### config.mk
export PLATFORM = sky130hd
export DESIGN_NAME = sifhTop
export DESIGN_NICKNAME = d
export VERILOG_FILES = /design/src/histPkg.sv /design/src/histBuilder.sv /design/src/histRam.sv /design/src/peakFinder.sv /design/src/sifhTop.sv /design/src/wbArbiter.sv
export VERILOG_INCLUDE_DIRS = /design/src
export SDC_FILE = /design/constraint.sdc
export NUM_CORES = 1
export LEC_CHECK = 0
export BUFFER_PORTS_ARGS = -buffer_cell sky130_fd_sc_hd__buf_2
export CORE_MARGIN = 3
export CORE_UTILIZATION = 57
export CTS_CLUSTER_SIZE = 40
export DETAILED_ROUTE_END_ITERATION = 10
export MAX_ROUTING_LAYER = met4
export PLACE_DENSITY = 0.71
export SYNTH_ARGS = -nofsm -noshare
export SYNTH_HDL_FRONTEND = slang
export SYNTH_HIERARCHICAL = 1
export SYNTH_SLANG_ARGS = --single-unit
### constraint.sdc
create_clock -name clk -period 6.5 [get_ports clk]
set_input_delay 0.65 -clock clk [delete_from_list [all_inputs] [get_ports clk]]
set_output_delay 0.65 -clock clk [all_outputs]
set_load 0.01 [all_outputs]
### src/hist_consts.svh
`ifndef HIST_CONSTS_SVH
`define HIST_CONSTS_SVH

// shared sizing of the histogram subsystem

// time code width from the TDC
`define NP 10

// upper code bits that pick a bin
// 16 bins per pixel
`define BIN_BITS 4

// pixels sharing the one RAM
`define PIXEL_NUM 3

// pixel index width
`define PIX_BITS 2

// bin count width
// counts saturate at all ones
`define CNT_BITS 8

// RAM word address
// pixel in the upper bits, bin in the lower bits
`define ADDR_BITS (`PIX_BITS + `BIN_BITS)

`endif

### src/histPkg.sv
`include "hist_consts.svh"

package histPkg;

    // one tagged time code from the detector
    typedef struct packed {
        logic [`PIX_BITS-1:0] pixel;
        logic [`NP-1:0]       code;
    } sampleT;

    // per pixel result of the scan
    typedef struct packed {
        logic [`PIX_BITS-1:0] pixel;
        logic [`BIN_BITS-1:0] bin;
        logic [`CNT_BITS-1:0] count;
    } peakT;

    // address fields, pixel on top
    typedef struct packed {
        logic [`PIX_BITS-1:0] pixel;
        logic [`BIN_BITS-1:0] bin;
    } histFieldT;

    // same address word seen flat by the RAM and the scan counter
    typedef union packed {
        logic [`ADDR_BITS-1:0] flat;
        histFieldT             field;
    } histAddrU;

    // wishbone classic master request
    typedef struct packed {
        logic                 cyc;
        logic                 stb;
        logic                 we;
        histAddrU             addr;
        logic [`CNT_BITS-1:0] data;
    } wbReqT;

    // wishbone classic slave response
    typedef struct packed {
        logic                 ack;
        logic [`CNT_BITS-1:0] data;
    } wbRspT;

endpackage

### src/histBuilder.sv
`timescale 1ns/100ps
`include "hist_consts.svh"

module histBuilder (
    input  logic            clk,
    input  logic            arstN,
    input  histPkg::sampleT sample,
    input  logic            sampleValid,
    output logic            sampleReady,
    input  logic            scanBusy,
    input  logic            ramReady,
    output histPkg::wbReqT  wbReq,
    input  histPkg::wbRspT  wbRsp
);
    import histPkg::*;

    typedef enum logic [1:0] {
        IDLE,
        READ,
        WRITE
    } buildStateT;

    buildStateT           state;
    histAddrU             binAddr;
    logic [`CNT_BITS-1:0] binCnt;
    logic                 take;
    logic                 cntFull;

    // one sample in flight, none during a scan or the RAM clear
    assign sampleReady = (state == IDLE) && ramReady && !scanBusy;
    assign take        = sampleValid && sampleReady;
    assign cntFull     = (wbRsp.data == {`CNT_BITS{1'b1}});

    always_ff @(posedge clk or negedge arstN) begin
        if (!arstN) begin
            state <= IDLE;
        end else begin
            case (state)
                IDLE: begin
                    if (take) begin
                        state <= READ;
                    end
                end
                READ: begin
                    if (wbRsp.ack) begin
                        state <= WRITE;
                    end
                end
                WRITE: begin
                    if (wbRsp.ack) begin
                        state <= IDLE;
                    end
                end
                default: begin
                    state <= IDLE;
                end
            endcase
        end
    end

    // accepted sample and incremented count
    always_ff @(posedge clk) begin
        if (take) begin
            binAddr.field.pixel <= sample.pixel;
            binAddr.field.bin   <= sample.code[`NP-1 -: `BIN_BITS];
        end
        if ((state == READ) && wbRsp.ack) begin
            // saturate instead of wrapping to zero
            binCnt <= cntFull ? wbRsp.data : wbRsp.data + 1'b1;
        end
    end

    // cyc held across read and write so the grant stays
    always_comb begin
        wbReq      = '0;
        wbReq.cyc  = (state != IDLE);
        wbReq.stb  = (state != IDLE);
        wbReq.we   = (state == WRITE);
        wbReq.addr = binAddr;
        wbReq.data = binCnt;
    end

endmodule

### src/histRam.sv
`timescale 1ns/100ps
`include "hist_consts.svh"

module histRam (
    input  logic           clk,
    input  logic           arstN,
    input  histPkg::wbReqT wbReq,
    output histPkg::wbRspT wbRsp,
    output logic           ramReady
);
    logic [`CNT_BITS-1:0]  mem [0:(1 << `ADDR_BITS)-1];
    logic [`ADDR_BITS-1:0] clrAddr;
    logic [`CNT_BITS-1:0]  rdData;
    logic                  ackQ;
    logic                  access;

    // new strobe only, so every ack is a single cycle
    assign access = ramReady && wbReq.cyc && wbReq.stb && !ackQ;

    // clear sweep, then the ack register
    always_ff @(posedge clk or negedge arstN) begin
        if (!arstN) begin
            clrAddr  <= '0;
            ramReady <= 1'b0;
            ackQ     <= 1'b0;
        end else if (!ramReady) begin
            clrAddr <= clrAddr + 1'b1;
            if (clrAddr == '1) begin
                ramReady <= 1'b1;
            end
        end else begin
            ackQ <= access;
        end
    end

    always_ff @(posedge clk) begin
        if (!ramReady) begin
            mem[clrAddr] <= '0;
        end else if (access && wbReq.we) begin
            mem[wbReq.addr.flat] <= wbReq.data;
        end
        // read data lines up with the ack
        if (access) begin
            rdData <= mem[wbReq.addr.flat];
        end
    end

    assign wbRsp.ack  = ackQ;
    assign wbRsp.data = rdData;

endmodule

### src/peakFinder.sv
`timescale 1ns/100ps
`include "hist_consts.svh"

module peakFinder (
    input  logic           clk,
    input  logic           arstN,
    input  logic           acqDone,
    output logic           scanBusy,
    output histPkg::wbReqT wbReq,
    input  histPkg::wbRspT wbRsp,
    output histPkg::peakT  peak,
    output logic           peakValid
);
    import histPkg::*;

    typedef enum logic [2:0] {
        IDLE,
        READ,
        WRITE,
        NEXT,
        DONE
    } scanStateT;

    scanStateT            state;
    histAddrU             scanAddr;
    logic [`BIN_BITS-1:0] maxBin;
    logic [`CNT_BITS-1:0] maxCnt;
    logic                 lastBin;
    logic                 lastPixel;
    logic                 takeNew;

    assign lastBin   = (scanAddr.field.bin == {`BIN_BITS{1'b1}});
    assign lastPixel = (scanAddr.field.pixel == `PIX_BITS'(`PIXEL_NUM - 1));

    // bin 0 restarts the running maximum
    // strictly greater keeps the lowest bin on a tie
    assign takeNew = (scanAddr.field.bin == '0) || (wbRsp.data > maxCnt);

    // DONE covers the last peakValid cycle
    assign scanBusy = (state != IDLE);

    always_ff @(posedge clk or negedge arstN) begin
        if (!arstN) begin
            state     <= IDLE;
            scanAddr  <= '0;
            peakValid <= 1'b0;
        end else begin
            peakValid <= 1'b0;
            case (state)
                IDLE: begin
                    if (acqDone) begin
                        scanAddr.flat <= '0;
                        state         <= READ;
                    end
                end
                READ: begin
                    if (wbRsp.ack) begin
                        state <= WRITE;
                    end
                end
                WRITE: begin
                    if (wbRsp.ack) begin
                        peakValid <= lastBin;
                        if (lastBin && lastPixel) begin
                            state <= DONE;
                        end else begin
                            scanAddr.flat <= scanAddr.flat + 1'b1;
                            state         <= NEXT;
                        end
                    end
                end
                // cyc low between words
                NEXT: begin
                    state <= READ;
                end
                DONE: begin
                    state <= IDLE;
                end
                default: begin
                    state <= IDLE;
                end
            endcase
        end
    end

    // running maximum and the reported peak
    always_ff @(posedge clk) begin
        if ((state == READ) && wbRsp.ack && takeNew) begin
            maxBin <= scanAddr.field.bin;
            maxCnt <= wbRsp.data;
        end
        if ((state == WRITE) && wbRsp.ack && lastBin) begin
            peak.pixel <= scanAddr.field.pixel;
            peak.bin   <= maxBin;
            peak.count <= maxCnt;
        end
    end

    // read the word, then clear it, in one held cycle
    always_comb begin
        wbReq      = '0;
        wbReq.cyc  = (state == READ) || (state == WRITE);
        wbReq.stb  = (state == READ) || (state == WRITE);
        wbReq.we   = (state == WRITE);
        wbReq.addr = scanAddr;
    end

endmodule

### src/sifhTop.sv
`timescale 1ns/100ps

module sifhTop (
    input  logic            clk,
    input  logic            arstN,
    input  histPkg::sampleT sample,
    input  logic            sampleValid,
    output logic            sampleReady,
    input  logic            acqDone,
    output histPkg::peakT   peak,
    output logic            peakValid,
    output logic            scanBusy
);
    import histPkg::*;

    wbReqT builderReq;
    wbRspT builderRsp;
    wbReqT scanReq;
    wbRspT scanRsp;
    wbReqT ramReq;
    wbRspT ramRsp;
    logic  ramReady;

    histBuilder u_builder (
        .clk        (clk),
        .arstN      (arstN),
        .sample     (sample),
        .sampleValid(sampleValid),
        .sampleReady(sampleReady),
        .scanBusy   (scanBusy),
        .ramReady   (ramReady),
        .wbReq      (builderReq),
        .wbRsp      (builderRsp)
    );

    // scanBusy also blocks new samples in the builder
    peakFinder u_peak (
        .clk      (clk),
        .arstN    (arstN),
        .acqDone  (acqDone),
        .scanBusy (scanBusy),
        .wbReq    (scanReq),
        .wbRsp    (scanRsp),
        .peak     (peak),
        .peakValid(peakValid)
    );

    wbArbiter u_arb (
        .clk       (clk),
        .arstN     (arstN),
        .builderReq(builderReq),
        .builderRsp(builderRsp),
        .scanReq   (scanReq),
        .scanRsp   (scanRsp),
        .ramReq    (ramReq),
        .ramRsp    (ramRsp)
    );

    histRam u_ram (
        .clk     (clk),
        .arstN   (arstN),
        .wbReq   (ramReq),
        .wbRsp   (ramRsp),
        .ramReady(ramReady)
    );

endmodule

### src/wbArbiter.sv
`timescale 1ns/100ps

module wbArbiter (
    input  logic           clk,
    input  logic           arstN,
    input  histPkg::wbReqT builderReq,
    output histPkg::wbRspT builderRsp,
    input  histPkg::wbReqT scanReq,
    output histPkg::wbRspT scanRsp,
    output histPkg::wbReqT ramReq,
    input  histPkg::wbRspT ramRsp
);
    // one-hot grant with bit 0 for the builder and bit 1 for the peak finder
    logic [1:0] grant;
    // set when the peak finder held the bus last
    logic       lastServed;
    logic       pickScan;
    logic       ownerDone;

    // on a tie the master not served last wins
    assign pickScan = scanReq.cyc && (!builderReq.cyc || !lastServed);

    // grant ends once the owner drops cyc
    assign ownerDone = (grant[0] && !builderReq.cyc) || (grant[1] && !scanReq.cyc);

    always_ff @(posedge clk or negedge arstN) begin
        if (!arstN) begin
            grant      <= 2'b00;
            lastServed <= 1'b1;
        end else if (grant == 2'b00) begin
            if (builderReq.cyc || scanReq.cyc) begin
                grant <= pickScan ? 2'b10 : 2'b01;
            end
        end else if (ownerDone) begin
            grant      <= 2'b00;
            lastServed <= grant[1];
        end
    end

    // request path stays idle when nobody owns the bus
    always_comb begin
        ramReq = '0;
        if (grant[0]) begin
            ramReq = builderReq;
        end else if (grant[1]) begin
            ramReq = scanReq;
        end
    end

    // read data goes to both masters and ack to the owner only
    always_comb begin
        builderRsp     = ramRsp;
        builderRsp.ack = ramRsp.ack && grant[0];
        scanRsp        = ramRsp;
        scanRsp.ack    = ramRsp.ack && grant[1];
    end

endmodule
# Word level (Yosys, flattened, before mapping)
# Memory sizes are Yosys's and may differ from the RTL's. A register that Yosys moved wholly into a read port is not among the register bits.
# Cells that the tools add are included.
totals:
  out_inout_bits: 17
  elab_cells: 112
  mem_bits_rw: 512
  memories: 1
  inputBits: 16
  register_bits: 63
classes:
  reduce_logical: 42
  bitwise: 1
  muxes: 31
  eq_ne: 17
  n_lt_le_gt_ge: 1
  addsub: 3
memory_table:
  columns: ["name", "depth", "width", "rd", "rd_clocked_by_memory_dff", "write_ports", "line", "text"]
  rows:
  - ["u_ram.mem", 64, 8, 1, 1, 1, "histRam.sv:11", "logic [`CNT_BITS-1:0] mem [0:(1 << `ADDR_BITS)-1];"]
op_table:
  columns: ["op", "count"]
  rows:
  - ["17-bit 2-to-1 mux", 2]
  - ["6-bit 2-to-1 mux", 4]
  - ["1-bit logical AND", 18]
  - ["8-bit 2-to-1 mux", 2]
  - ["2-bit 2-to-1 mux", 7]
  - ["6-bit by 1-bit adder with 6-bit output, second input constant", 2]
  - ["3-bit 2-to-1 mux", 4]
  - ["3-bit case mux with 4 select lines", 1]
  - ["6-bit case mux with 2 select lines", 1]
  - ["2-bit inequality test, second input constant", 5]
  - ["1-bit 2-to-1 mux", 9]
  - ["8-bit by 1-bit adder with 8-bit output, second input constant", 1]
  - ["8-bit equality test, second input constant", 1]
  - ["8-bit greater-than comparator", 1]
  - ["8-bit OR reduction", 1]
  - ["3-bit by 2-bit equality test with 1-bit output, second input constant", 2]
  - ["6-bit equality test, second input constant", 1]
  - ["2-bit by 1-bit inequality test with 1-bit output, second input constant", 3]
  - ["2-bit case mux with 3 select lines", 1]
  - ["3-bit AND reduction", 2]
  - ["2-bit nonzero test", 3]
  - ["1-bit zero test", 5]
  - ["1-bit logical OR", 5]
  - ["2-bit equality test, second input constant", 2]
  - ["other kinds (10)", 12]

# Logic depth before layout (Yosys ltp)
depth:
  word_depth: 13
  ltp_mapped: 12
  ltp_nobuf: 8

# Hierarchy
# The synthesis kept the hierarchy.
by_module_without_submodules:
  columns: ["module", "cells_per_inst", "seq_area_each_um2", "area_each_um2", "instances"]
  rows:
  - ["histRam", 1020, 15815.2, 20868.8, 1]
  - ["peakFinder", 136, 1031.0, 1659.1, 1]
  - ["histBuilder", 57, 470.5, 733.2, 1]
  - ["wbArbiter", 56, 76.3, 456.7, 1]

# Worst setup path after synthesis
# No wires, ideal clock.
synth_path:
  path_kind: "register -> register"
  from: "reg u_peak.state[1]"
  to: "mem u_ram/mem[0][0] (netlist bit), data pin"
  setup_slack_ns: 3.449
  period_less_slack_ns: 3.051
  arrival_time_ns: 2.683
  setup_ns: 0.368
  stages_incl_launch_ff: 9
  cell_sequence: "dfrtp_1 -> buf_2 -> xnor2_1 -> nor2_1 -> buf_4 -> a22o_1 -> and4b_1 -> clkbuf_1 -> and3_1"
synth_lines:
  columns: ["item", "line", "text"]
  rows:
  - ["start, declared", "peakFinder.sv:24", "scanStateT state;"]
  - ["start signal, assigned", "peakFinder.sv:44", "state <= IDLE;"]
  - ["start signal, assigned", "peakFinder.sv:53", "state <= READ;"]
  - ["start signal, assigned", "peakFinder.sv:58", "state <= WRITE;"]
  - ["end, declared", "histRam.sv:11", null]

==> reports/qor.yml <==
run:
  drv_cap: 0
worst_setup_path:
  crit_type: "reg2reg"
  ff2ff_setup_slack_ns: 1.79
  reg2reg_depth: 7
  arrival_ns: 4.93
  cp_max_fo: 24
  r2r-start: "u_arb/grant[0]"
  end_kind: "register"
  worstReg2RegEnd: "u_ram/mem[13][6]"
  start_kind: "register"
  required_ns: 6.72
yosys:
  synthXorXnorAreaFrac: 0.00258
  synth_cells: 1269
  synth_flop_cell: "edfxtp_1"
  yosys-top-cells-area: "edfxtp_1 (71%), mux4_2 (11%), dfrtp_1 (2.3%), nor2_1 (1.6%), mux2i_1 (1.4%)"
  synth_top_family_by_area: "multiplexers"
  synth_compound_area_frac: 0.0373
  synth_seq_cells: 583
  ys_seq_area_frac: 0.733
  synth-edff-count: 560
  synth_cell_types: 65
  synth_top_area_frac: 0.709
  async_flop_share: 0.0395
  syn_avg_cell_area_um2: 18.7
  yosysWarnings: 6
  syn_area_mm2: 0.0237
  synth_simple_gate_area_frac: 0.0502
  synth_top_cell_by_area: "edfxtp_1"
  synth_fa_ha_area_frac: 0.00633
  synthMuxAreaShare: 0.143
floorplan:
  die_area_mm2: 0.0441
  std_cell_rows: 74
  coreArea_mm2: 0.0409
  ios: 33
  start_util: 0.580
  die_h_um: 210
  dieWidth_um: 210
clock_network:
  cts_root_buf: "clkbuf_16"
  cts_resized: 0
  clk_pin_slew_ns: 0.06
  ctsLongestPathBuffers: 3
  cts.sinks: 583
  clk_latency_ns: 0.60
  htree_levels: 2
  postCtsSetupBuffers: 0
  cts_tree: "done"
  cts_buffers: 57
  cts_hold_buf: 0
placement:
  dp.cells: 1764
  dp_slack_ns: 1.89
  place.gp.congestion: 0.879
  dpl.hpwl_mm: 29.2
  place_area_mm2: 0.0242
  portBuffers: 26
status:
  outcome: "complete, no violations"
timing:
  tightest_slew_ns: 1.25
  final-setup-viol-count: 0
  tns_ns: 0
  fin_skew_ns: 0.0181
  finalWorstSetupSlack_ns: 1.79
  hold_ws_ns: 0.0516
  hold_viol_final: 0
  worst_slew_margin_rel: 0.161
  slew_violations: 0
  fin_crit_ns: 4.71
  fmax_mhz: 212
  min_period_over_period: 0.725
  rsz0062_at_grt: "no"
layout:
  final_util: 0.635
  final_cells: 1871
  syn_to_final_growth_pct: 9.60
  final_area_mm2: 0.0260
  final_common_cell: "edfxtp_1"
  mostFrequentLayoutCells: "edfxtp_1 (560), mux4_2 (115), nor2_1 (104)"
  final_nets: 1319
  drive_gt1_frac: 0.218
  fill_cells: 2785
global_routing:
  grt_usage: 0.232
  grt_overflow: 0
  antenna_found_initial: 1
  grt_pass1_vias: 11700
  grt_max_degree: 65
  grt_pass1_wl_mm: 73.5
pwr:
  power_frac_seq: 0.549
  p_clk_frac: 0.433
  power_mw: 7.40
  power_density_mw_per_mm2: 285
  leakage_nw: 7.81
  peakVddDrop_uv: 222
  internal_power_mw: 5.96
  power.switching_mw: 1.43
  comb_power_share: 0.018
  swShare: 0.194
drt:
  vias: 11900
  first_pass_iters: 7
  routedWlPerCell_um: 25.8
  drtIter0Drc: 1116
  drt.antenna.violating_nets: 0
  wl_mm: 48.2
  avgViaCountPerCell: 6.34
  drc: 0
hold_path:
  hold_class: "in2async"
==> critical path, stage by stage (launching register included) <==
cell and delay [ns]:
dfrtp_1 0.72, nor2b_4 0.52, a22o_1 0.19, and4b_1 0.69
nand2_1 0.58, mux2i_1 0.36, o21ai_1 0.48, nor2_1 0.79
==> cell usage after synthesis (2+ instances only) <==
library cell,count
or2_2,3
o211ai_1,5
buf_6,10
nor2_1,104
mux2i_1,34
or4_1,2
a31oi_1,11
o21ai_1,6
a221oi_1,6
a221o_1,4
o221ai_1,5
o22ai_1,4
nand3b_1,2
nand2_1,42
a41oi_1,3
mux2_2,20
and3_4,2
buf_2,14
nor3b_1,3
edfxtp_1,560
nor4_1,4
mux4_1,8
nor2b_1,11
buf_4,35
nand2b_1,8
nor3_1,14
a21oi_1,36
a21o_1,3
and4b_1,2
and2_1,5
o31ai_1,4
clkbuf_1,26
and3_1,13
xnor2_1,6
mux4_2,115
ha_1,12
inv_1,19
nand4_1,3
o21ai_0,22
a22o_1,16
dfrtp_1,22
nand3_1,18
o2bb2ai_1,5
==> power by group through the flow <==
stage | logic (mW) | registers, mW | clock network, mW
4_1_cts | 0.134 | 4.06 | 3.28
2_1_floorplan | 0.109 | 4.14 | 0
6_report | 0.131 | 4.06 | 3.21
5_1_grt | 0.142 | 4.06 | 3.44
3_5_place_dp | 0.134 | 4.14 | 0
3_3_place_gp | 0.132 | 4.14 | 0
==> routing by layer <==
metal / share of wire / global-route usage / vias to the layer above
met3: 0.075 / 0.0499 / 104
met2: 0.47 / 0.341 / 472
li1: - / - / 5139
met1: 0.42 / 0.330 / 6144
met4: 0.033 / 0.0783 / 0
met5: 0 / - / -
==> registers in the layout, indices dropped and copies added (netlist names) <==
name	cells
u_peak/maxCnt	8
u_peak/peakValid	1
u_ram/clrAddr	6
u_ram/ackQ	1
u_builder/state	2
u_peak/scanAddr	6
u_ram/mem	512
u_peak/peak	14
u_ram/ramReady	1
u_arb/grant	2
u_builder/binAddr	6
u_peak/state	3
u_peak/maxBin	4
u_builder/binCnt	8
u_arb/lastServed	1
u_ram/rdData	8
==> how the worst max path moves through the flow <==
stage	startpoint	to	cells past startpoint
6_report	u_arb/grant[0]	u_ram/mem[13][6]	7
5_1_grt	u_arb/grant[0]	u_ram/mem[57][6]	7
4_1_cts	u_arb/grant[0]	u_ram/mem[29][7]	7
3_5_place_dp	u_arb/grant[0]	u_ram/mem[48][3]	7
3_3_place_gp	u_arb/grant[0]	u_ram/mem[5][2]	7
2_1_floorplan	u_peak/state[1]	u_ram/mem[0][0]	8
==> cells by family (layout without fill, tap and decap cells) <==
logic type,count (synthesis),in the layout
DFF,583,583
and+or+nand+nor,247,247
muxes,178,178
AOI/OAI and AO/OA,134,134
buffers and inverters,107,169
adders and majority gates,12,12
xor gates and xnor gates,7,7
other,1,9
==> cell type report <==
cell class              instances  area [um^2]  share of cell area
multi-input cells             586         5750               0.221
well taps                     532          666              0.0256
clock buffers                  67         1510              0.0580
inverters                      19         71.3             0.00274
flip-flops and latches        583        17400               0.669
repair buffers                 44          278              0.0107
clock inverters                39          332              0.0128
diodes                          1         2.50           0.0000963
No activity file was read; power rests on OpenSTA's default activity.
